--- config.mk ---
export PLATFORM = sky130hd
export DESIGN_NAME = usb_bridge_top
export DESIGN_NICKNAME = d
export VERILOG_FILES = /design/src/uart_line_pkg.sv /design/src/usb_ep_pkg.sv /design/src/ep_port_if.sv /design/src/byte_fifo.sv /design/src/gpio_endpoint.sv /design/src/uart_channel.sv /design/src/usb_bridge_top.sv /design/src/usb_ep_arbiter.sv
export SDC_FILE = /design/constraint.sdc
export NUM_CORES = 1
export LEC_CHECK = 0
export BUFFER_PORTS_ARGS = -buffer_cell sky130_fd_sc_hd__buf_2
export CAP_MARGIN = 20
export CORE_MARGIN = 2
export CORE_UTILIZATION = 30
export CTS_CLUSTER_SIZE = 12
export DETAILED_ROUTE_END_ITERATION = 10
export GPL_TIMING_DRIVEN = 0
export PLACE_DENSITY = 0.56
export SYNTH_ARGS = -nofsm -noshare
export SYNTH_HDL_FRONTEND = slang
export SYNTH_SLANG_ARGS = --single-unit
--- constraint.sdc ---
create_clock -name PHY_CLKOUT -period 3.5 [get_ports PHY_CLKOUT]
set_input_delay 0.7 -clock PHY_CLKOUT [delete_from_list [all_inputs] [get_ports PHY_CLKOUT]]
set_output_delay 0.7 -clock PHY_CLKOUT [all_outputs]
set_load 0.02 [all_outputs]
--- src/uart_line_pkg.sv ---
`default_nettype none

package uart_line_pkg;

  typedef logic [7:0] byte_t;                      // one data byte

  // ==========================================================
  // fixed 8N1 frame
  // ==========================================================
  localparam int DATA_BITS  = 8;                   // lsb first
  localparam int FRAME_BITS = DATA_BITS + 2;       // start + data + stop

endpackage

`default_nettype wire

--- src/usb_ep_pkg.sv ---
`default_nettype none

package usb_ep_pkg;

  // ==========================================================
  // endpoint numbering
  // ==========================================================
  typedef logic [3:0] endpt_t;                     // usb endpoint number

  localparam endpt_t EP_UART1    = 4'h5;
  localparam endpt_t EP_UART2    = 4'h6;
  localparam endpt_t EP_UART3    = 4'h7;
  localparam endpt_t EP_PARALLEL = 4'h8;

  localparam int NUM_UART = 3;

  // channel index to endpoint
  localparam endpt_t uart_endpt [NUM_UART] = '{EP_UART1, EP_UART2, EP_UART3};

  // ==========================================================
  // packet sizing
  // ==========================================================
  typedef logic [11:0] pkt_len_t;                  // same width as tx length upstream

endpackage

`default_nettype wire
--- src/ep_port_if.sv ---
`timescale 1ns/1ps
`default_nettype none

// link between the upstream arbiter and one uart channel
interface ep_port_if #(
  parameter int FIFO_DEPTH = 16
);

  localparam int CNT_W = $clog2(FIFO_DEPTH + 1);

  // downstream, host to uart line
  logic                 rx_valid;
  uart_line_pkg::byte_t rx_data;
  logic                 rx_ready;                  // tx fifo has room

  // upstream, uart line to host
  logic [CNT_W-1:0]     tx_count;                  // rx fifo occupancy
  logic                 tx_pop;
  uart_line_pkg::byte_t tx_data;                   // rx fifo head

  modport arb (
    output rx_valid, rx_data, tx_pop,
    input  rx_ready, tx_count, tx_data
  );

  modport chan (
    input  rx_valid, rx_data, tx_pop,
    output rx_ready, tx_count, tx_data
  );

endinterface

`default_nettype wire

--- src/byte_fifo.sv ---
`timescale 1ns/1ps
`default_nettype none

module byte_fifo #(
  parameter int FIFO_DEPTH = 16
) (
  input  logic                               PHY_CLKOUT,
  input  logic                               RESET_IN,
  input  logic                               push_i,
  input  uart_line_pkg::byte_t               push_data_i,
  input  logic                               pop_i,
  output uart_line_pkg::byte_t               pop_data_o,
  output logic                               full_o,
  output logic [$clog2(FIFO_DEPTH + 1)-1:0]  count_o
);

  localparam int AW = (FIFO_DEPTH > 1) ? $clog2(FIFO_DEPTH) : 1;
  localparam logic [AW-1:0] LAST_SLOT = AW'(FIFO_DEPTH - 1);

  uart_line_pkg::byte_t mem [FIFO_DEPTH];
  logic [AW-1:0]        wr_ptr;
  logic [AW-1:0]        rd_ptr;
  logic                 push_ok;
  logic                 pop_ok;

  assign full_o     = (count_o == FIFO_DEPTH);
  assign push_ok    = push_i & ~full_o;
  assign pop_ok     = pop_i & (count_o != '0);
  assign pop_data_o = mem[rd_ptr];                 // fall-through head

  always_ff @(posedge PHY_CLKOUT) begin
    if (push_ok) begin
      mem[wr_ptr] <= push_data_i;
    end
  end

  always_ff @(posedge PHY_CLKOUT) begin
    if (RESET_IN) begin
      wr_ptr  <= '0;
      rd_ptr  <= '0;
      count_o <= '0;
    end else begin
      if (push_ok) begin
        wr_ptr <= (wr_ptr == LAST_SLOT) ? '0 : wr_ptr + 1'b1;
      end
      if (pop_ok) begin
        rd_ptr <= (rd_ptr == LAST_SLOT) ? '0 : rd_ptr + 1'b1;
      end
      case ({push_ok, pop_ok})
        2'b10:   count_o <= count_o + 1'b1;
        2'b01:   count_o <= count_o - 1'b1;
        default: count_o <= count_o;               // none or both
      endcase
    end
  end

  a_no_overflow: assert property (@(posedge PHY_CLKOUT) disable iff (RESET_IN)
    !(push_i && full_o));

  // upstream pop must follow a nonzero count
  a_no_underflow: assert property (@(posedge PHY_CLKOUT) disable iff (RESET_IN)
    !(pop_i && count_o == '0));

endmodule

`default_nettype wire

--- src/gpio_endpoint.sv ---
`timescale 1ns/1ps
`default_nettype none

module gpio_endpoint (
  input  logic                 PHY_CLKOUT,
  input  logic                 RESET_IN,
  input  logic                 byte_valid_i,
  input  uart_line_pkg::byte_t byte_data_i,
  input  logic                 byte_last_i,
  output logic [9:0]           parallel_o
);

  uart_line_pkg::byte_t prev_byte;                 // byte before the last one

  always_ff @(posedge PHY_CLKOUT) begin
    if (RESET_IN) begin
      prev_byte  <= '0;
      parallel_o <= '0;
    end else if (byte_valid_i) begin
      if (byte_last_i) begin
        parallel_o <= {byte_data_i[1:0], prev_byte};
        prev_byte  <= '0;                          // next packet starts clean
      end else begin
        prev_byte <= byte_data_i;
      end
    end
  end

endmodule

`default_nettype wire

--- src/uart_channel.sv ---
`timescale 1ns/1ps
`default_nettype none

module uart_channel #(
  parameter int CLKS_PER_BIT = 520,
  parameter int FIFO_DEPTH   = 16
) (
  input  logic         PHY_CLKOUT,
  input  logic         RESET_IN,
  ep_port_if.chan      port,
  output logic         uart_txd_o,
  input  logic         uart_rxd_i
);

  localparam int DB = uart_line_pkg::DATA_BITS;
  localparam int FB = uart_line_pkg::FRAME_BITS;
  localparam int CW = $clog2(CLKS_PER_BIT);
  localparam int QW = $clog2(FIFO_DEPTH + 1);

  localparam logic [CW-1:0] BIT_LAST  = CW'(CLKS_PER_BIT - 1);
  localparam logic [CW-1:0] HALF_LAST = CW'(CLKS_PER_BIT / 2 - 1);
  localparam logic [3:0]    STOP_IDX  = 4'(FB - 1);

  // downstream fifo, feeds the serializer
  logic                 down_full;
  logic                 down_pop;
  uart_line_pkg::byte_t down_data;
  logic [QW-1:0]        down_count;

  // upstream fifo, filled by the deserializer
  logic                 up_full;
  logic                 up_push;

  logic                 tx_busy;
  logic [FB-1:0]        tx_shift;
  logic [CW-1:0]        tx_clk_cnt;
  logic [3:0]           tx_bits_left;

  logic                 rxd_meta;
  logic                 rxd_sync;
  logic                 rx_active;
  logic                 rx_done;                   // stop bit was good
  logic [CW-1:0]        rx_clk_cnt;
  logic [3:0]           rx_bit_idx;                // 0 start, 1..8 data, 9 stop
  uart_line_pkg::byte_t rx_shift;

  assign port.rx_ready = ~down_full;

  byte_fifo #(.FIFO_DEPTH(FIFO_DEPTH)) down_fifo_inst (
    .PHY_CLKOUT  (PHY_CLKOUT),
    .RESET_IN    (RESET_IN),
    .push_i      (port.rx_valid & ~down_full),
    .push_data_i (port.rx_data),
    .pop_i       (down_pop),
    .pop_data_o  (down_data),
    .full_o      (down_full),
    .count_o     (down_count)
  );

  // ==========================================================
  // serializer
  // ==========================================================
  assign down_pop   = ~tx_busy & (down_count != '0);
  assign uart_txd_o = tx_shift[0];

  always_ff @(posedge PHY_CLKOUT) begin
    if (RESET_IN) begin
      tx_busy      <= 1'b0;
      tx_shift     <= '1;                          // line idles high
      tx_clk_cnt   <= '0;
      tx_bits_left <= '0;
    end else if (down_pop) begin
      tx_busy      <= 1'b1;
      tx_shift     <= {1'b1, down_data, 1'b0};
      tx_clk_cnt   <= BIT_LAST;
      tx_bits_left <= 4'(FB);
    end else if (tx_busy) begin
      if (tx_clk_cnt != '0) begin
        tx_clk_cnt <= tx_clk_cnt - 1'b1;
      end else begin
        tx_clk_cnt   <= BIT_LAST;
        tx_shift     <= {1'b1, tx_shift[FB-1:1]};
        tx_bits_left <= tx_bits_left - 1'b1;
        if (tx_bits_left == 4'd1) begin
          tx_busy <= 1'b0;                         // stop bit done
        end
      end
    end
  end

  // ==========================================================
  // deserializer
  // ==========================================================
  always_ff @(posedge PHY_CLKOUT) begin
    if (RESET_IN) begin
      rxd_meta <= 1'b1;
      rxd_sync <= 1'b1;
    end else begin
      rxd_meta <= uart_rxd_i;
      rxd_sync <= rxd_meta;
    end
  end

  always_ff @(posedge PHY_CLKOUT) begin
    if (RESET_IN) begin
      rx_active  <= 1'b0;
      rx_done    <= 1'b0;
      rx_clk_cnt <= '0;
      rx_bit_idx <= '0;
    end else begin
      rx_done <= 1'b0;
      if (!rx_active) begin
        if (!rxd_sync) begin
          rx_active  <= 1'b1;
          rx_clk_cnt <= HALF_LAST;                 // aim at mid start bit
          rx_bit_idx <= '0;
        end
      end else if (rx_clk_cnt != '0) begin
        rx_clk_cnt <= rx_clk_cnt - 1'b1;
      end else begin
        rx_clk_cnt <= BIT_LAST;
        rx_bit_idx <= rx_bit_idx + 1'b1;
        if (rx_bit_idx == '0 && rxd_sync) begin
          rx_active <= 1'b0;                       // glitch, not a start
        end else if (rx_bit_idx == STOP_IDX) begin
          rx_active <= 1'b0;
          rx_done   <= rxd_sync;                   // framing error drops it
        end
      end
    end
  end

  always_ff @(posedge PHY_CLKOUT) begin
    if (rx_active && rx_clk_cnt == '0 && rx_bit_idx != '0 && rx_bit_idx != STOP_IDX) begin
      rx_shift <= {rxd_sync, rx_shift[DB-1:1]};    // lsb arrives first
    end
  end

  assign up_push = rx_done & ~up_full;             // overrun loses the byte

  byte_fifo #(.FIFO_DEPTH(FIFO_DEPTH)) up_fifo_inst (
    .PHY_CLKOUT  (PHY_CLKOUT),
    .RESET_IN    (RESET_IN),
    .push_i      (up_push),
    .push_data_i (rx_shift),
    .pop_i       (port.tx_pop),
    .pop_data_o  (port.tx_data),
    .full_o      (up_full),
    .count_o     (port.tx_count)
  );

endmodule

`default_nettype wire

--- src/usb_bridge_top.sv ---
`timescale 1ns/1ps
`default_nettype none

module usb_bridge_top #(
  parameter int CLKS_PER_BIT  = 520,               // 60 MHz / 115200
  parameter int FIFO_DEPTH    = 16,
  parameter int MAX_PKT_BYTES = 8
) (
  input  logic                                PHY_CLKOUT,
  input  logic                                RESET_IN,

  input  logic                                usb_rx_valid_i,
  input  uart_line_pkg::byte_t                usb_rx_data_i,
  input  usb_ep_pkg::endpt_t                  usb_rx_endpt_i,
  input  logic                                usb_rx_last_i,
  output logic                                usb_rx_ready_o,

  output logic                                usb_tx_valid_o,
  output uart_line_pkg::byte_t                usb_tx_data_o,
  output usb_ep_pkg::endpt_t                  usb_tx_endpt_o,
  output logic                                usb_tx_last_o,
  input  logic                                usb_tx_pop_i,

  output logic [usb_ep_pkg::NUM_UART-1:0]     usb_uart_txd_o,
  input  logic [usb_ep_pkg::NUM_UART-1:0]     usb_uart_rxd_i,
  output logic [9:0]                          usb_parallel_o
);

  logic                 gpio_valid;
  uart_line_pkg::byte_t gpio_data;
  logic                 gpio_last;

  ep_port_if #(.FIFO_DEPTH(FIFO_DEPTH)) uart_port [usb_ep_pkg::NUM_UART] ();

  // ==========================================================
  // endpoint routing and upstream arbitration
  // ==========================================================
  usb_ep_arbiter #(.MAX_PKT_BYTES(MAX_PKT_BYTES)) usb_ep_arbiter_inst (
    .PHY_CLKOUT     (PHY_CLKOUT),
    .RESET_IN       (RESET_IN),
    .usb_rx_valid_i (usb_rx_valid_i),
    .usb_rx_data_i  (usb_rx_data_i),
    .usb_rx_endpt_i (usb_rx_endpt_i),
    .usb_rx_last_i  (usb_rx_last_i),
    .usb_rx_ready_o (usb_rx_ready_o),
    .usb_tx_valid_o (usb_tx_valid_o),
    .usb_tx_data_o  (usb_tx_data_o),
    .usb_tx_endpt_o (usb_tx_endpt_o),
    .usb_tx_last_o  (usb_tx_last_o),
    .usb_tx_pop_i   (usb_tx_pop_i),
    .uart           (uart_port),
    .gpio_valid_o   (gpio_valid),
    .gpio_data_o    (gpio_data),
    .gpio_last_o    (gpio_last)
  );

  gpio_endpoint gpio_endpoint_inst (
    .PHY_CLKOUT   (PHY_CLKOUT),
    .RESET_IN     (RESET_IN),
    .byte_valid_i (gpio_valid),
    .byte_data_i  (gpio_data),
    .byte_last_i  (gpio_last),
    .parallel_o   (usb_parallel_o)
  );

  // ==========================================================
  // uart channels, index 0 serves endpoint 5
  // ==========================================================
  for (genvar g = 0; g < usb_ep_pkg::NUM_UART; g++) begin : g_uart
    uart_channel #(
      .CLKS_PER_BIT (CLKS_PER_BIT),
      .FIFO_DEPTH   (FIFO_DEPTH)
    ) uart_channel_inst (
      .PHY_CLKOUT (PHY_CLKOUT),
      .RESET_IN   (RESET_IN),
      .port       (uart_port[g]),
      .uart_txd_o (usb_uart_txd_o[g]),
      .uart_rxd_i (usb_uart_rxd_i[g])
    );
  end

endmodule

`default_nettype wire

--- src/usb_ep_arbiter.sv ---
`timescale 1ns/1ps
`default_nettype none

module usb_ep_arbiter #(
  parameter int MAX_PKT_BYTES = 8
) (
  input  logic                 PHY_CLKOUT,
  input  logic                 RESET_IN,

  input  logic                 usb_rx_valid_i,
  input  uart_line_pkg::byte_t usb_rx_data_i,
  input  usb_ep_pkg::endpt_t   usb_rx_endpt_i,
  input  logic                 usb_rx_last_i,
  output logic                 usb_rx_ready_o,

  output logic                 usb_tx_valid_o,
  output uart_line_pkg::byte_t usb_tx_data_o,
  output usb_ep_pkg::endpt_t   usb_tx_endpt_o,
  output logic                 usb_tx_last_o,
  input  logic                 usb_tx_pop_i,

  ep_port_if.arb               uart [usb_ep_pkg::NUM_UART],

  output logic                 gpio_valid_o,
  output uart_line_pkg::byte_t gpio_data_o,
  output logic                 gpio_last_o
);

  localparam int N     = usb_ep_pkg::NUM_UART;
  localparam int IDX_W = $clog2(N);
  localparam usb_ep_pkg::pkt_len_t MAX_LEN = usb_ep_pkg::pkt_len_t'(MAX_PKT_BYTES);

  logic [N-1:0]          uart_hit;
  logic [N-1:0]          uart_ready;
  usb_ep_pkg::pkt_len_t  chan_count [N];
  uart_line_pkg::byte_t  chan_data [N];

  logic                  tx_active;
  logic [IDX_W-1:0]      grant_idx;
  logic [IDX_W-1:0]      rr_ptr;                   // first channel to look at
  usb_ep_pkg::pkt_len_t  remaining;

  logic                  pick_found;
  logic [IDX_W-1:0]      pick_idx;
  usb_ep_pkg::pkt_len_t  pick_len;

  // ==========================================================
  // downstream steering
  // ==========================================================
  for (genvar g = 0; g < N; g++) begin : g_port
    assign uart_hit[g]      = (usb_rx_endpt_i == usb_ep_pkg::uart_endpt[g]);
    assign uart[g].rx_valid = usb_rx_valid_i & uart_hit[g];
    assign uart[g].rx_data  = usb_rx_data_i;
    assign uart_ready[g]    = uart[g].rx_ready;
    assign chan_count[g]    = usb_ep_pkg::pkt_len_t'(uart[g].tx_count);
    assign chan_data[g]     = uart[g].tx_data;
    assign uart[g].tx_pop   = usb_tx_pop_i & tx_active & (grant_idx == IDX_W'(g));
  end

  // gpio and unknown endpoints always take the byte
  assign usb_rx_ready_o = ~|(uart_hit & ~uart_ready);

  assign gpio_valid_o = usb_rx_valid_i & (usb_rx_endpt_i == usb_ep_pkg::EP_PARALLEL);
  assign gpio_data_o  = usb_rx_data_i;
  assign gpio_last_o  = usb_rx_last_i;

  // ==========================================================
  // upstream round robin
  // ==========================================================
  always_comb begin
    int cand;
    pick_found = 1'b0;
    pick_idx   = '0;
    for (int k = 0; k < N; k++) begin
      cand = (int'(rr_ptr) + k) % N;
      if (!pick_found && chan_count[cand] != '0) begin
        pick_found = 1'b1;
        pick_idx   = IDX_W'(cand);
      end
    end
    pick_len = (chan_count[pick_idx] > MAX_LEN) ? MAX_LEN : chan_count[pick_idx];
  end

  always_ff @(posedge PHY_CLKOUT) begin
    if (RESET_IN) begin
      tx_active <= 1'b0;
      grant_idx <= '0;
      rr_ptr    <= '0;
      remaining <= '0;
    end else if (!tx_active) begin
      if (pick_found) begin
        tx_active <= 1'b1;
        grant_idx <= pick_idx;
        remaining <= pick_len;                     // length frozen at grant
        rr_ptr    <= (pick_idx == IDX_W'(N - 1)) ? '0 : pick_idx + 1'b1;
      end
    end else if (usb_tx_pop_i) begin
      remaining <= remaining - 1'b1;
      if (remaining == 12'd1) begin
        tx_active <= 1'b0;                         // packet closed
      end
    end
  end

  assign usb_tx_valid_o = tx_active;
  assign usb_tx_data_o  = chan_data[grant_idx];
  assign usb_tx_endpt_o = usb_ep_pkg::uart_endpt[grant_idx];
  assign usb_tx_last_o  = tx_active & (remaining == 12'd1);

  // beat held by the channel fifo head must not move while stalled
  a_tx_stable: assert property (@(posedge PHY_CLKOUT) disable iff (RESET_IN)
    usb_tx_valid_o && !usb_tx_pop_i |=> usb_tx_valid_o && $stable(usb_tx_data_o)
      && $stable(usb_tx_endpt_o) && $stable(usb_tx_last_o));

endmodule

`default_nettype wire

# [After elaboration in Yosys (flattened, before gate mapping)]
# Memory sizes are Yosys's and may differ from the RTL's. A register that Yosys moved wholly into a read port is not among the register bits.
# Cells that the tools add are included.
[totals] output_inout_bits=28 ramBits=768 in_bits=20 mem_count=6 regBits=263 elab_cells=450
[op_classes] n_reduce_logical=71 order_cmp=6 add_sub_neg=40 muxes=148 div_mod_pow=3 bitwise=56 n_eq_ne=57
[mem_list] memory="g_uart[0].uart_channel_inst.down_fifo_inst.mem" depth=16 width=8 read_ports=1 rd_ports_with_merged_regs=1 wr=1 line="byte_fifo.sv:20" text="uart_line_pkg::byte_t mem [FIFO_DEPTH];"
[mem_list] memory="g_uart[0].uart_channel_inst.up_fifo_inst.mem" depth=16 width=8 read_ports=1 rd_ports_with_merged_regs=1 wr=1 line="byte_fifo.sv:20"
[mem_list] memory="g_uart[1].uart_channel_inst.down_fifo_inst.mem" depth=16 width=8 read_ports=1 rd_ports_with_merged_regs=1 wr=1 line="byte_fifo.sv:20"
[mem_list] memory="g_uart[1].uart_channel_inst.up_fifo_inst.mem" depth=16 width=8 read_ports=1 rd_ports_with_merged_regs=1 wr=1 line="byte_fifo.sv:20"
[mem_list] memory="g_uart[2].uart_channel_inst.down_fifo_inst.mem" depth=16 width=8 read_ports=1 rd_ports_with_merged_regs=1 wr=1 line="byte_fifo.sv:20"
[mem_list] memory="g_uart[2].uart_channel_inst.up_fifo_inst.mem" depth=16 width=8 read_ports=1 rd_ports_with_merged_regs=1 wr=1 line="byte_fifo.sv:20"
[ops] operator="10-bit two-way mux" count=18
[ops] operator="4-bit two-way mux" count=44
[ops] operator="12-bit two-way mux" count=12
[ops] operator="12-bit binary-select mux with 2-bit select" count=4
[ops] operator="32-bit by 3-bit greater-or-equal comparator with 1-bit output, second input constant" count=3
[ops] operator="32-bit inverter" count=3
[ops] operator="9-bit two-way mux" count=9
[ops] operator="4-bit equality test, second input constant" count=16
[ops] operator="32-bit by 3-bit remainder unit with 32-bit output, second input constant" count=2
[ops] operator="4-bit by 1-bit adder with 4-bit output, second input constant" count=15
[ops] operator="5-bit case mux with 2 select lines" count=6
[ops] operator="10-bit nonzero test" count=6
[ops] operator="10-bit by 1-bit subtractor with 10-bit output, second input constant" count=6
[ops] operator="1-bit two-way mux" count=46
[ops] operator="12-bit nonzero test" count=3
[ops] operator="3-bit by 3-bit remainder unit with 32-bit output, second input constant" count=1
[ops] operator="5-bit by 1-bit adder with 5-bit output, second input constant" count=6
[ops] operator="1-bit AND" count=30
[ops] operator="5-bit equality test, second input constant" count=6
[ops] operator="10-bit zero test" count=3
[ops] operator="5-bit nonzero test" count=6
[ops] operator="5-bit by 1-bit subtractor with 5-bit output, second input constant" count=6
[ops] operator="8-bit two-way mux" count=3
[ops] operator="2-bit AND reduction" count=12
[ops] operator="other kinds (30)" count=115

# [Depth between registers and ports, before layout]
# Gate-level depths: netlist of run 1.
[logic_depth] word_depth=21 ltp_mapped=15 mapped_depth_nobuf=13

# [Modules after synthesis]
# A second synthesis of run 1 with hierarchy kept.
[hier_totals] cells_unflattened=3030 hier_area_um2=44421.4
[modules_own_cells] module="byte_fifo" area_each_um2=5823.1 seq_area_each_um2=4184.0 cells_per_inst=325 n_inst=6
[modules_own_cells] module="uart_channel" area_each_um2=2268.4 seq_area_each_um2=1081.0 cells_per_inst=249 n_inst=3
[modules_own_cells] module="usb_ep_arbiter" area_each_um2=1859.3 seq_area_each_um2=340.3 cells_per_inst=251 n_inst=1
[modules_own_cells] module="gpio_endpoint" area_each_um2=818.3 seq_area_each_um2=360.3 cells_per_inst=82 n_inst=1

# [Least setup slack after synthesis of run 1]
# OpenSTA, ideal clock, no wires.
[synth_timing] kind="input to register" start="input port usb_tx_pop_i" end="register g_uart[1].uart_channel_inst.up_fifo_inst.count_o[4]" t_required_ps=3430 setup_ps=70 cell_stages=13 setup_slack_ps=503 n_path_buf=2 arrival_ps=2927 cell_sequence="and2_1 -> clkbuf_1 -> and3_1 -> clkbuf_1 -> ha_1 -> inv_1 -> fa_1 -> inv_1 -> a21o_1 -> a21oi_1 -> xnor2_1 -> or3_1 -> a21oi_1"
[synth_via] elab_chain_cells=5 word_cells_on_any_way=7 cone_classes="eq/ne: 2; mux: 1; bitwise: 3; reduce/logical: 1"
[synth_rtl] item="start, declared" line="usb_bridge_top.sv:22" text="input logic usb_tx_pop_i,"
[synth_rtl] item="1-bit AND (*) (2 in a row)" line="usb_ep_arbiter.sv:57" text="assign uart[g].tx_pop = usb_tx_pop_i & tx_active & (grant_idx == IDX_W'(g));"
[synth_rtl] item="1-bit AND (*)" line="byte_fifo.sv:28" text="assign pop_ok = pop_i & (count_o != '0);"
[synth_rtl] item="named net g_uart[1].uart_channel_inst.up_fifo_inst.pop_ok" line="byte_fifo.sv:24" text="logic pop_ok;"
[synth_rtl] item="2-bit by 1-bit equality test with 1-bit output / 2-bit equality test (equally long branches)" line="byte_fifo.sv:49" text="case ({push_ok, pop_ok})"
[synth_rtl] item="5-bit case mux with 2 select lines / 2-bit nonzero test (equally long branches)"
[synth_rtl] item="end signal, assigned" line="byte_fifo.sv:50" text="2'b10: count_o <= count_o + 1'b1;"
[synth_rtl] item="end signal, assigned" line="byte_fifo.sv:51" text="2'b01: count_o <= count_o - 1'b1;"
[synth_rtl] item="end signal, assigned" line="byte_fifo.sv:52" text="default: count_o <= count_o;"
[synth_rtl] item="end, declared" line="byte_fifo.sv:14" text="output logic [$clog2(FIFO_DEPTH + 1)-1:0] count_o"
# Mark *: on every way through the listed nets, which the timed path passes. The rest lies on a longest branch.
# A chain may end at the register's enable or synchronous reset.

==> impl_metrics.prom, run 1 <==
# TYPE chip_impl_metric gauge
chip_impl_metric{name="cts.clk_slew.worst_paths",unit="ns"} 0.06
chip_impl_metric{name="ir_worst_vdd",unit="V"} 0.0003862
chip_impl_metric{name="cts_inserted_buffers",unit=""} 109
chip_impl_metric{name="routabilityCongestion",unit=""} 0.7903
chip_impl_metric{name="design.portCount",unit=""} 48
chip_impl_metric{name="sw_frac_of_total",unit="%"} 26.03
chip_impl_metric{name="floorplan.initialDensity",unit="%"} 30.30
chip_impl_metric{name="clock_latency_late_sink",unit="ns"} 0.72
chip_impl_metric{name="first_global_vias",unit=""} 23692
chip_impl_metric{name="mappedNetlistNets",unit=""} 2901
chip_impl_metric{name="die_w",unit="um"} 382.6
chip_impl_metric{name="crit_path_max_fanout",unit=""} 5
chip_impl_metric{name="arrival",unit="ns"} 2.98
chip_impl_metric{name="h-tree-depth",unit=""} 3
chip_impl_metric{name="p_per_area",unit="mW/mm^2"} 603.9
chip_impl_metric{name="fin_skew",unit="ns"} 0.02714
chip_impl_metric{name="finalWirelength",unit="um"} 94970
chip_impl_metric{name="antenna_found_initial",unit=""} 5
chip_impl_metric{name="ys_seq_area_share",unit="%"} 67.55
chip_impl_metric{name="yosys_warnings",unit=""} 0
chip_impl_metric{name="yosys.cell_types.count",unit=""} 82
chip_impl_metric{name="slew-limit-headroom",unit="%"} 26.03
chip_impl_metric{name="power.total",unit="mW"} 29.89
chip_impl_metric{name="grt_pass1_wl",unit="um"} 145400
chip_impl_metric{name="final_min_period_over_clock_period",unit="%"} 105.2
chip_impl_metric{name="mappedNetlistArea",unit="sq mm"} 0.04300
chip_impl_metric{name="via_per_inst",unit=""} 4.757
chip_impl_info{name="synth_ff_type",value="sky130_fd_sc_hd__edfxtp_1"} 1
chip_impl_info{name="violations_in_the_final_reports",value="setup timing"} 1
chip_impl_info{name="clock_tree_from_tritoncts",value="yes"} 1
chip_impl_metric{name="p_int",unit="mW"} 22.11
chip_impl_metric{name="cts.sinks",unit=""} 1055
chip_impl_info{name="hold_path.class",value="input port to flop"} 1
chip_impl_info{name="final_cell_mix",value="sky130_fd_sc_hd__edfxtp_1 (792), sky130_fd_sc_hd__nor2_1 (264), sky130_fd_sc_hd__dfxtp_1 (258)"} 1
chip_impl_metric{name="cp_required",unit="ns"} 2.80
chip_impl_metric{name="async_flop_share",unit="%"} 0
chip_impl_info{name="grt_setup_unrepaired",value="yes"} 1
chip_impl_metric{name="detail_route.drc_violations",unit=""} 0
chip_impl_metric{name="globalRouteTotalUtil",unit="%"} 12.91
chip_impl_info{name="cts.root.buffer_cell",value="sky130_fd_sc_hd__clkbuf_16"} 1
chip_impl_metric{name="port-buffer-count",unit=""} 43
chip_impl_info{name="critPathKind",value="flop to primary output"} 1
chip_impl_metric{name="cts_max_path_buffers",unit=""} 3
chip_impl_metric{name="pwr-share-clk",unit="%"} 36.9
chip_impl_metric{name="die-height",unit="um"} 382.6
chip_impl_metric{name="final-hold-violation-count",unit=""} 0
chip_impl_metric{name="count_of_state_elements_after_synthesis",unit=""} 1055
chip_impl_info{name="mostFrequentLayoutCell",value="sky130_fd_sc_hd__edfxtp_1"} 1
chip_impl_metric{name="dpl_cell_area",unit="sq mm"} 0.04581
chip_impl_metric{name="top_cell_type_s_share_of_synthesized_area",unit="%"} 55.30
chip_impl_metric{name="post_synth_inst_count",unit=""} 2790
chip_impl_metric{name="first_iter_violations",unit=""} 1881
chip_impl_metric{name="slew_viol_final",unit=""} 0
chip_impl_metric{name="detailedPlacementHpwl",unit="um"} 62700
chip_impl_metric{name="grt_remaining_overflow",unit=""} 0
chip_impl_metric{name="worst_hold_slack",unit="ns"} 0.1953
chip_impl_info{name="endpoint_kind",value="primary output"} 1
chip_impl_metric{name="maxCapViolations",unit=""} 0
chip_impl_metric{name="switching_power",unit="mW"} 7.780
chip_impl_metric{name="drt_pass1_iterations",unit=""} 5
chip_impl_metric{name="combPwrFrac",unit="%"} 15.5
chip_impl_metric{name="share_of_cells_above_drive_strength_1",unit="%"} 18.17
chip_impl_metric{name="grt_max_degree",unit=""} 51
chip_impl_info{name="critical_path.startpoint_type",value="flop"} 1
chip_impl_metric{name="finish.net_count",unit=""} 3079
chip_impl_metric{name="postRouteAntennaNets",unit=""} 0
chip_impl_metric{name="setup-violations-final",unit=""} 8
chip_impl_info{name="library_cell_occupying_the_most_area_in_the_post_synthesis_netlist",value="sky130_fd_sc_hd__edfxtp_1"} 1
chip_impl_metric{name="leakage",unit="nW"} 15.93
chip_impl_metric{name="layout.cell_area.non_filler",unit="sq mm"} 0.04950
chip_impl_metric{name="wl_per_cell",unit="um"} 19.22
chip_impl_metric{name="synth-edff-count",unit=""} 792
chip_impl_info{name="outcome",value="finished, violations left"} 1
chip_impl_metric{name="vias",unit=""} 23504
chip_impl_metric{name="shortest_clock_period_the_worst_path_allows_after_layout",unit="ns"} 3.681
chip_impl_info{name="netlist_top_cells_area",value="sky130_fd_sc_hd__edfxtp_1 (55%), sky130_fd_sc_hd__mux4_2 (12%), sky130_fd_sc_hd__dfxtp_1 (12%)"} 1
chip_impl_metric{name="syn_area_per_cell",unit="sq um"} 15.41
chip_impl_metric{name="placeableCoreArea",unit="sq mm"} 0.1419
chip_impl_metric{name="flow.area_growth_from_synthesis",unit="%"} 15.10
chip_impl_metric{name="worst_slew_pin_slew",unit="ns"} 1.105
chip_impl_metric{name="postLayoutSetupSlackWorst",unit="ns"} -0.1815
chip_impl_metric{name="power.sequential.fraction",unit="%"} 47.6
chip_impl_metric{name="placement_rows",unit=""} 138
chip_impl_metric{name="fmax",unit="MHz"} 271.6
chip_impl_metric{name="cts.hold.buffers_added",unit=""} 0
chip_impl_metric{name="area_enclosed_by_the_die_boundary",unit="sq mm"} 0.1464
==> cells in the mapped netlist, drive strengths merged (39+ instances only) <==
| library cell | n |
|---|---|
| a21oi | 135 |
| buf | 41 |
| clkbuf | 97 |
| dfxtp | 263 |
| edfxtp | 792 |
| ha | 85 |
| inv | 100 |
| mux4 | 234 |
| nand2 | 173 |
| nor2 | 265 |
| nor3 | 71 |
| o21ai | 59 |
| xnor2 | 39 |
| xor2 | 42 |
==> worst max-delay path, stage by stage, from the launching register on <==
cell and delay (ns):
sky130_fd_sc_hd__dfxtp_4 0.37, sky130_fd_sc_hd__buf_12 0.14, sky130_fd_sc_hd__buf_12 0.13, sky130_fd_sc_hd__mux4_2 0.51, sky130_fd_sc_hd__mux4_2 0.57, sky130_fd_sc_hd__mux2i_2 0.22, sky130_fd_sc_hd__o22ai_2 0.15, sky130_fd_sc_hd__buf_6 0.19
==> path summary, 6_finish.rpt <==
| kind | cells past startpoint | start | end | slack [ns] |
|---|---|---|---|---|
| worst max-delay path | 7 | flop | usb_tx_data_o[2] | -0.18 |
| worst min-delay path | 2 | usb_uart_rxd_i[0] | g_uart[0].uart_channel_inst.rxd_meta | 0.20 |
| worst max register to register | 14 | usb_ep_arbiter_inst.grant_idx[1] | flop | 0.24 |
| worst min register to register | 1 | g_uart[2].uart_channel_inst.rxd_meta | g_uart[2].uart_channel_inst.rxd_sync | 0.41 |
==> flip-flops by register name, summed over array words and instances (netlist names), 3 cells and up, named ones only <==
name and count:
g_uart.uart_channel_inst.up_fifo_inst.rd_ptr 12, g_uart.uart_channel_inst.up_fifo_inst.mem 384, g_uart.uart_channel_inst.down_fifo_inst.wr_ptr 12, g_uart.uart_channel_inst.tx_bits_left 12
g_uart.uart_channel_inst.tx_clk_cnt 30, g_uart.uart_channel_inst.rx_bit_idx 12, g_uart.uart_channel_inst.rx_clk_cnt 30, g_uart.uart_channel_inst.up_fifo_inst.count_o 15
g_uart.uart_channel_inst.down_fifo_inst.count_o 15, usb_ep_arbiter_inst.remaining 12, gpio_endpoint_inst.parallel_o 10, g_uart.uart_channel_inst.up_fifo_inst.wr_ptr 12
g_uart.uart_channel_inst.rxd_meta 3, g_uart.uart_channel_inst.rx_active 3, gpio_endpoint_inst.prev_byte 8, g_uart.uart_channel_inst.rxd_sync 3
g_uart.uart_channel_inst.tx_shift 27, g_uart.uart_channel_inst.rx_done 3, g_uart.uart_channel_inst.down_fifo_inst.rd_ptr 12, g_uart.uart_channel_inst.tx_busy 3
g_uart.uart_channel_inst.rx_shift 24, g_uart.uart_channel_inst.down_fifo_inst.mem 384
==> power groups by stage <==
stage               Combinational [mW]  Sequential (mW)  Clock, mW
CTS                               4.72             14.2       11.3
finish                            4.64             14.2       11.0
floorplan                         3.59             14.4          0
global placement                  4.65             14.5          0
global route                      5.23             14.3       11.8
detailed placement                4.69             14.5          0
==> cell families (layout without fill, tap and decap cells) <==
kind of cell | Yosys count | count (layout) | share of synthesized area, %
buffers and inverters | 239 | 498 | 2.217
xor gates and xnor gates | 81 | 81 | 1.650
adders and majority gates | 91 | 91 | 2.752
and+or+nand+nor | 746 | 746 | 8.315
muxes | 267 | 267 | 13.03
AOI/OAI and AO/OA | 310 | 310 | 4.484
other | 1 | 3 | 0.008720
DFF | 1055 | 1055 | 67.55
==> layout make-up <==
type,instances,area (sq um)
buffer,134,679.4
tap,1890,2365
clock inverter,42,326.6
sequential,1055,29060
multi-input combinational,1496,13140
fill,13574,92430
inverter,101,379.1
antenna,2,5.005
clock buffer,150,3017
timing repair buffer,71,526.8
==> per-layer routing <==
metal | track usage, % | wire length, um | vias up
met5 | 0 | 21 | -
met1 | 17.80 | 42890 | 11846
li1 | - | - | 10995
met2 | 20.73 | 44700 | 528
met4 | 3.069 | 1651 | 4
met3 | 2.786 | 5715 | 131
==> timing repair <==
action	in CTS	in global routing
buffers inserted	2	0
cloned	1	2
gates resized for setup	54	25
setup endpoints to repair	9	12
pin swaps	1	4
==> stage by stage <==
stage / util (%) / setup WS (ns) / cells / TNS, ns
6_report: 34.87 / -0.1815 / 4941 / -1.180
3_3_place_gp: 32.12 / -0.3309 / 4723 / -22.42
5_1_grt: 34.87 / -0.2889 / 4939 / -2.082
3_5_place_dp: 32.28 / -0.2116 / 4746 / -0.4835
4_1_cts: 34.78 / -0.2440 / 4938 / -1.749
2_1_floorplan: - / 0.5029 / 2790 / 0
Note: power is estimated with default switching activity, not from simulation.
==> run 2, diff against run 1 <==
==> constraint.sdc (replaced) <==
create_clock -name PHY_CLKOUT -period 3.5 [get_ports PHY_CLKOUT]
set_input_delay 0.875 -clock PHY_CLKOUT [delete_from_list [all_inputs] [get_ports PHY_CLKOUT]]
set_output_delay 0.875 -clock PHY_CLKOUT [all_outputs]
set_load 0.02 [all_outputs]
==> impl_metrics.prom, run 2 (synthesis results as in run 1) <==
# TYPE chip_impl_metric gauge
chip_impl_metric{name="cts_inserted_buffers",unit=""} 109
chip_impl_metric{name="layout.cell_area.non_filler",unit="sq mm"} 0.04951
chip_impl_metric{name="via_per_inst",unit=""} 4.756
chip_impl_info{name="outcome",value="finished, violations left"} 1
chip_impl_metric{name="vias",unit=""} 23499
chip_impl_metric{name="finalWirelength",unit="um"} 95110
chip_impl_metric{name="worstHoldPathCells",unit=""} 2
chip_impl_info{name="rr_endpoint",value="g_uart[1].uart_channel_inst.rx_shift[6]"} 1
chip_impl_metric{name="cpPeakStageDelay",unit="ns"} 0.55
chip_impl_metric{name="wl_per_cell",unit="um"} 19.25
chip_impl_info{name="critPathKind",value="flop to primary output"} 1
chip_impl_metric{name="met2WireLength",unit="um"} 44790
chip_impl_metric{name="setup-violations-final",unit=""} 8
chip_impl_metric{name="wl_met3",unit="um"} 5412
chip_impl_metric{name="shortest_clock_period_the_worst_path_allows_after_layout",unit="ns"} 3.840
chip_impl_info{name="final_cell_mix",value="sky130_fd_sc_hd__edfxtp_1 (792), sky130_fd_sc_hd__nor2_1 (264), sky130_fd_sc_hd__dfxtp_1 (258)"} 1
chip_impl_metric{name="design.portCount",unit=""} 48
chip_impl_info{name="hold_path_startpoint",value="usb_uart_rxd_i[0]"} 1
chip_impl_metric{name="first_global_vias",unit=""} 23692
chip_impl_info{name="violations_in_the_final_reports",value="setup timing"} 1
chip_impl_metric{name="cts.clk_slew.worst_paths",unit="ns"} 0.06
chip_impl_info{name="hold_path.class",value="input port to flop"} 1
chip_impl_metric{name="crit_path_max_fanout",unit=""} 5
chip_impl_info{name="top_metal_used",value="met5"} 1
chip_impl_metric{name="dpl_cell_area",unit="sq mm"} 0.04581
chip_impl_metric{name="cts_max_path_buffers",unit=""} 3
chip_impl_metric{name="share_of_cells_above_drive_strength_1",unit="%"} 18.24
chip_impl_metric{name="postLayoutSetupSlackWorst",unit="ns"} -0.3395
chip_impl_metric{name="fmax",unit="MHz"} 260.5
chip_impl_metric{name="grt_pass1_wl",unit="um"} 145400
chip_impl_info{name="cpMaxStageDelayCell",value="sky130_fd_sc_hd__mux4_2"} 1
chip_impl_metric{name="cts.hold.buffers_added",unit=""} 0
chip_impl_metric{name="arrival",unit="ns"} 2.96
chip_impl_metric{name="antenna_found_initial",unit=""} 5
chip_impl_metric{name="h-tree-depth",unit=""} 3
chip_impl_metric{name="finish.net_count",unit=""} 3079
chip_impl_info{name="endpoint_kind",value="primary output"} 1
chip_impl_metric{name="grt_remaining_overflow",unit=""} 0
chip_impl_metric{name="globalRouteTotalUtil",unit="%"} 12.91
chip_impl_metric{name="leakage",unit="nW"} 15.94
chip_impl_metric{name="reg2reg_setup_slack",unit="ns"} 0.35
chip_impl_info{name="top_flop_regs",value="g_uart.uart_channel_inst.down_fifo_inst.mem x384, g_uart.uart_channel_inst.up_fifo_inst.mem x384"} 1
chip_impl_metric{name="postRouteAntennaNets",unit=""} 0
chip_impl_info{name="worst_path_cell_trace",value="buf_12 -> buf_12 -> mux4_2 -> mux4_2 -> mux2i_1 -> o22ai_2 -> buf_6"} 1
chip_impl_metric{name="detail_route.drc_violations",unit=""} 0
chip_impl_metric{name="maxCapViolations",unit=""} 0
chip_impl_metric{name="worst_slew_pin_slew",unit="ns"} 1.108
chip_impl_metric{name="ir_worst_vdd",unit="V"} 0.0003866
chip_impl_info{name="cts.root.buffer_cell",value="sky130_fd_sc_hd__clkbuf_16"} 1
chip_impl_metric{name="detailedPlacementHpwl",unit="um"} 62700
chip_impl_metric{name="die_w",unit="um"} 382.6
chip_impl_info{name="critical_path.startpoint_type",value="flop"} 1
chip_impl_metric{name="floorplan.initialDensity",unit="%"} 30.30
chip_impl_metric{name="final_min_period_over_clock_period",unit="%"} 109.7
chip_impl_metric{name="cts.sinks",unit=""} 1055
chip_impl_metric{name="placement_rows",unit=""} 138
chip_impl_metric{name="routabilityCongestion",unit=""} 0.7903
chip_impl_metric{name="area_enclosed_by_the_die_boundary",unit="sq mm"} 0.1464
chip_impl_metric{name="port-buffer-count",unit=""} 43
chip_impl_info{name="whs_endpoint",value="g_uart[0].uart_channel_inst.rxd_meta"} 1
chip_impl_info{name="clock_tree_from_tritoncts",value="yes"} 1
chip_impl_metric{name="drt-met1-wl",unit="um"} 43220
chip_impl_metric{name="cp_required",unit="ns"} 2.62
chip_impl_metric{name="reg2regPathDepth",unit=""} 8
chip_impl_info{name="worst_r2r_startpoint",value="g_uart[1].uart_channel_inst.rx_clk_cnt[0]"} 1
chip_impl_info{name="mostFrequentLayoutCell",value="sky130_fd_sc_hd__edfxtp_1"} 1
chip_impl_metric{name="finish.utilization",unit="%"} 34.88
chip_impl_metric{name="drt_pass1_iterations",unit=""} 5
chip_impl_metric{name="slew-limit-headroom",unit="%"} 26.11
chip_impl_metric{name="slew_viol_final",unit=""} 0
chip_impl_metric{name="grt_max_degree",unit=""} 51
chip_impl_metric{name="first_iter_violations",unit=""} 1860
chip_impl_metric{name="p_per_area",unit="mW/mm^2"} 603.9
chip_impl_metric{name="die-height",unit="um"} 382.6
chip_impl_metric{name="clock_latency_late_sink",unit="ns"} 0.71
chip_impl_metric{name="placeableCoreArea",unit="sq mm"} 0.1419
chip_impl_metric{name="fin_skew",unit="ns"} 0.02391
chip_impl_info{name="grt_setup_unrepaired",value="yes"} 1
chip_impl_metric{name="final-hold-violation-count",unit=""} 0
chip_impl_metric{name="flow.area_growth_from_synthesis",unit="%"} 15.12
-- run 2: report_power, final --
part | switching, mW | internal, mW | total (mW)
combinational | 2.62 | 2.02 | 4.64
sequential | 0.415 | 13.8 | 14.2
clock | 4.75 | 6.27 | 11.0
total | 7.79 | 22.1 | 29.9
-- run 2: final cells by class --
class / instances / area (sq um)
inverter: 101 / 379.1
clock inverter: 42 / 326.6
buffer: 134 / 680.7
sequential: 1055 / 29060
tap: 1890 / 2365
timing repair buffer: 71 / 529.3
multi-input combinational: 1496 / 13150
antenna: 2 / 5.005
fill: 13573 / 92420
clock buffer: 150 / 3017
-- run 2: worst max-delay path: cells and delay by family, from the launching register on --
kind	cells	cell delay, ns
AOI/OAI and AO/OA	1	0.12
buffers and inverters	3	0.43
DFF	1	0.37
muxes	3	1.34
-- run 2: metrics by stage --
stage	TNS, ns	power (mW)	hold slack, ns	worst slack (ns)	instances
finish	-2.472	29.90	0.3707	-0.3395	4941
global route	-3.290	31.34	0.3290	-0.4389	4939
CTS	-3.149	30.26	0.3164	-0.4190	4938
detailed placement	-8.926	19.18	0.3952	-0.3866	4746
global placement	-44.99	19.14	0.3919	-0.5059	4723
floorplan	0	17.97	0.3895	0.3279	2790
-- run 2: worst max-delay path by stage --
stage,from,end,slack [ns],depth (start not counted)
2_1_floorplan,usb_tx_pop_i,flop,0.33,13
3_3_place_gp,usb_rx_endpt_i[2],flop,-0.51,7
3_5_place_dp,usb_tx_pop_i,flop,-0.39,14
4_1_cts,flop,usb_tx_data_o[0],-0.42,7
5_1_grt,flop,usb_tx_data_o[7],-0.44,7
6_report,flop,usb_tx_data_o[0],-0.34,7
-- run 2: metal layers --
metal  vias up  GRT usage, %
li1      10993             -
met2       487         20.73
met5         -             0
met3       130         2.786
met4         4         3.069
met1     11885         17.80
-- run 2: what timing repair did --
item,4_1_cts,5_1_grt
setup endpoints to repair,9,12
pin swaps,1,4
cloned,1,2
hold endpoints to repair,0,0
buffers inserted,2,0
resized for setup,56,27
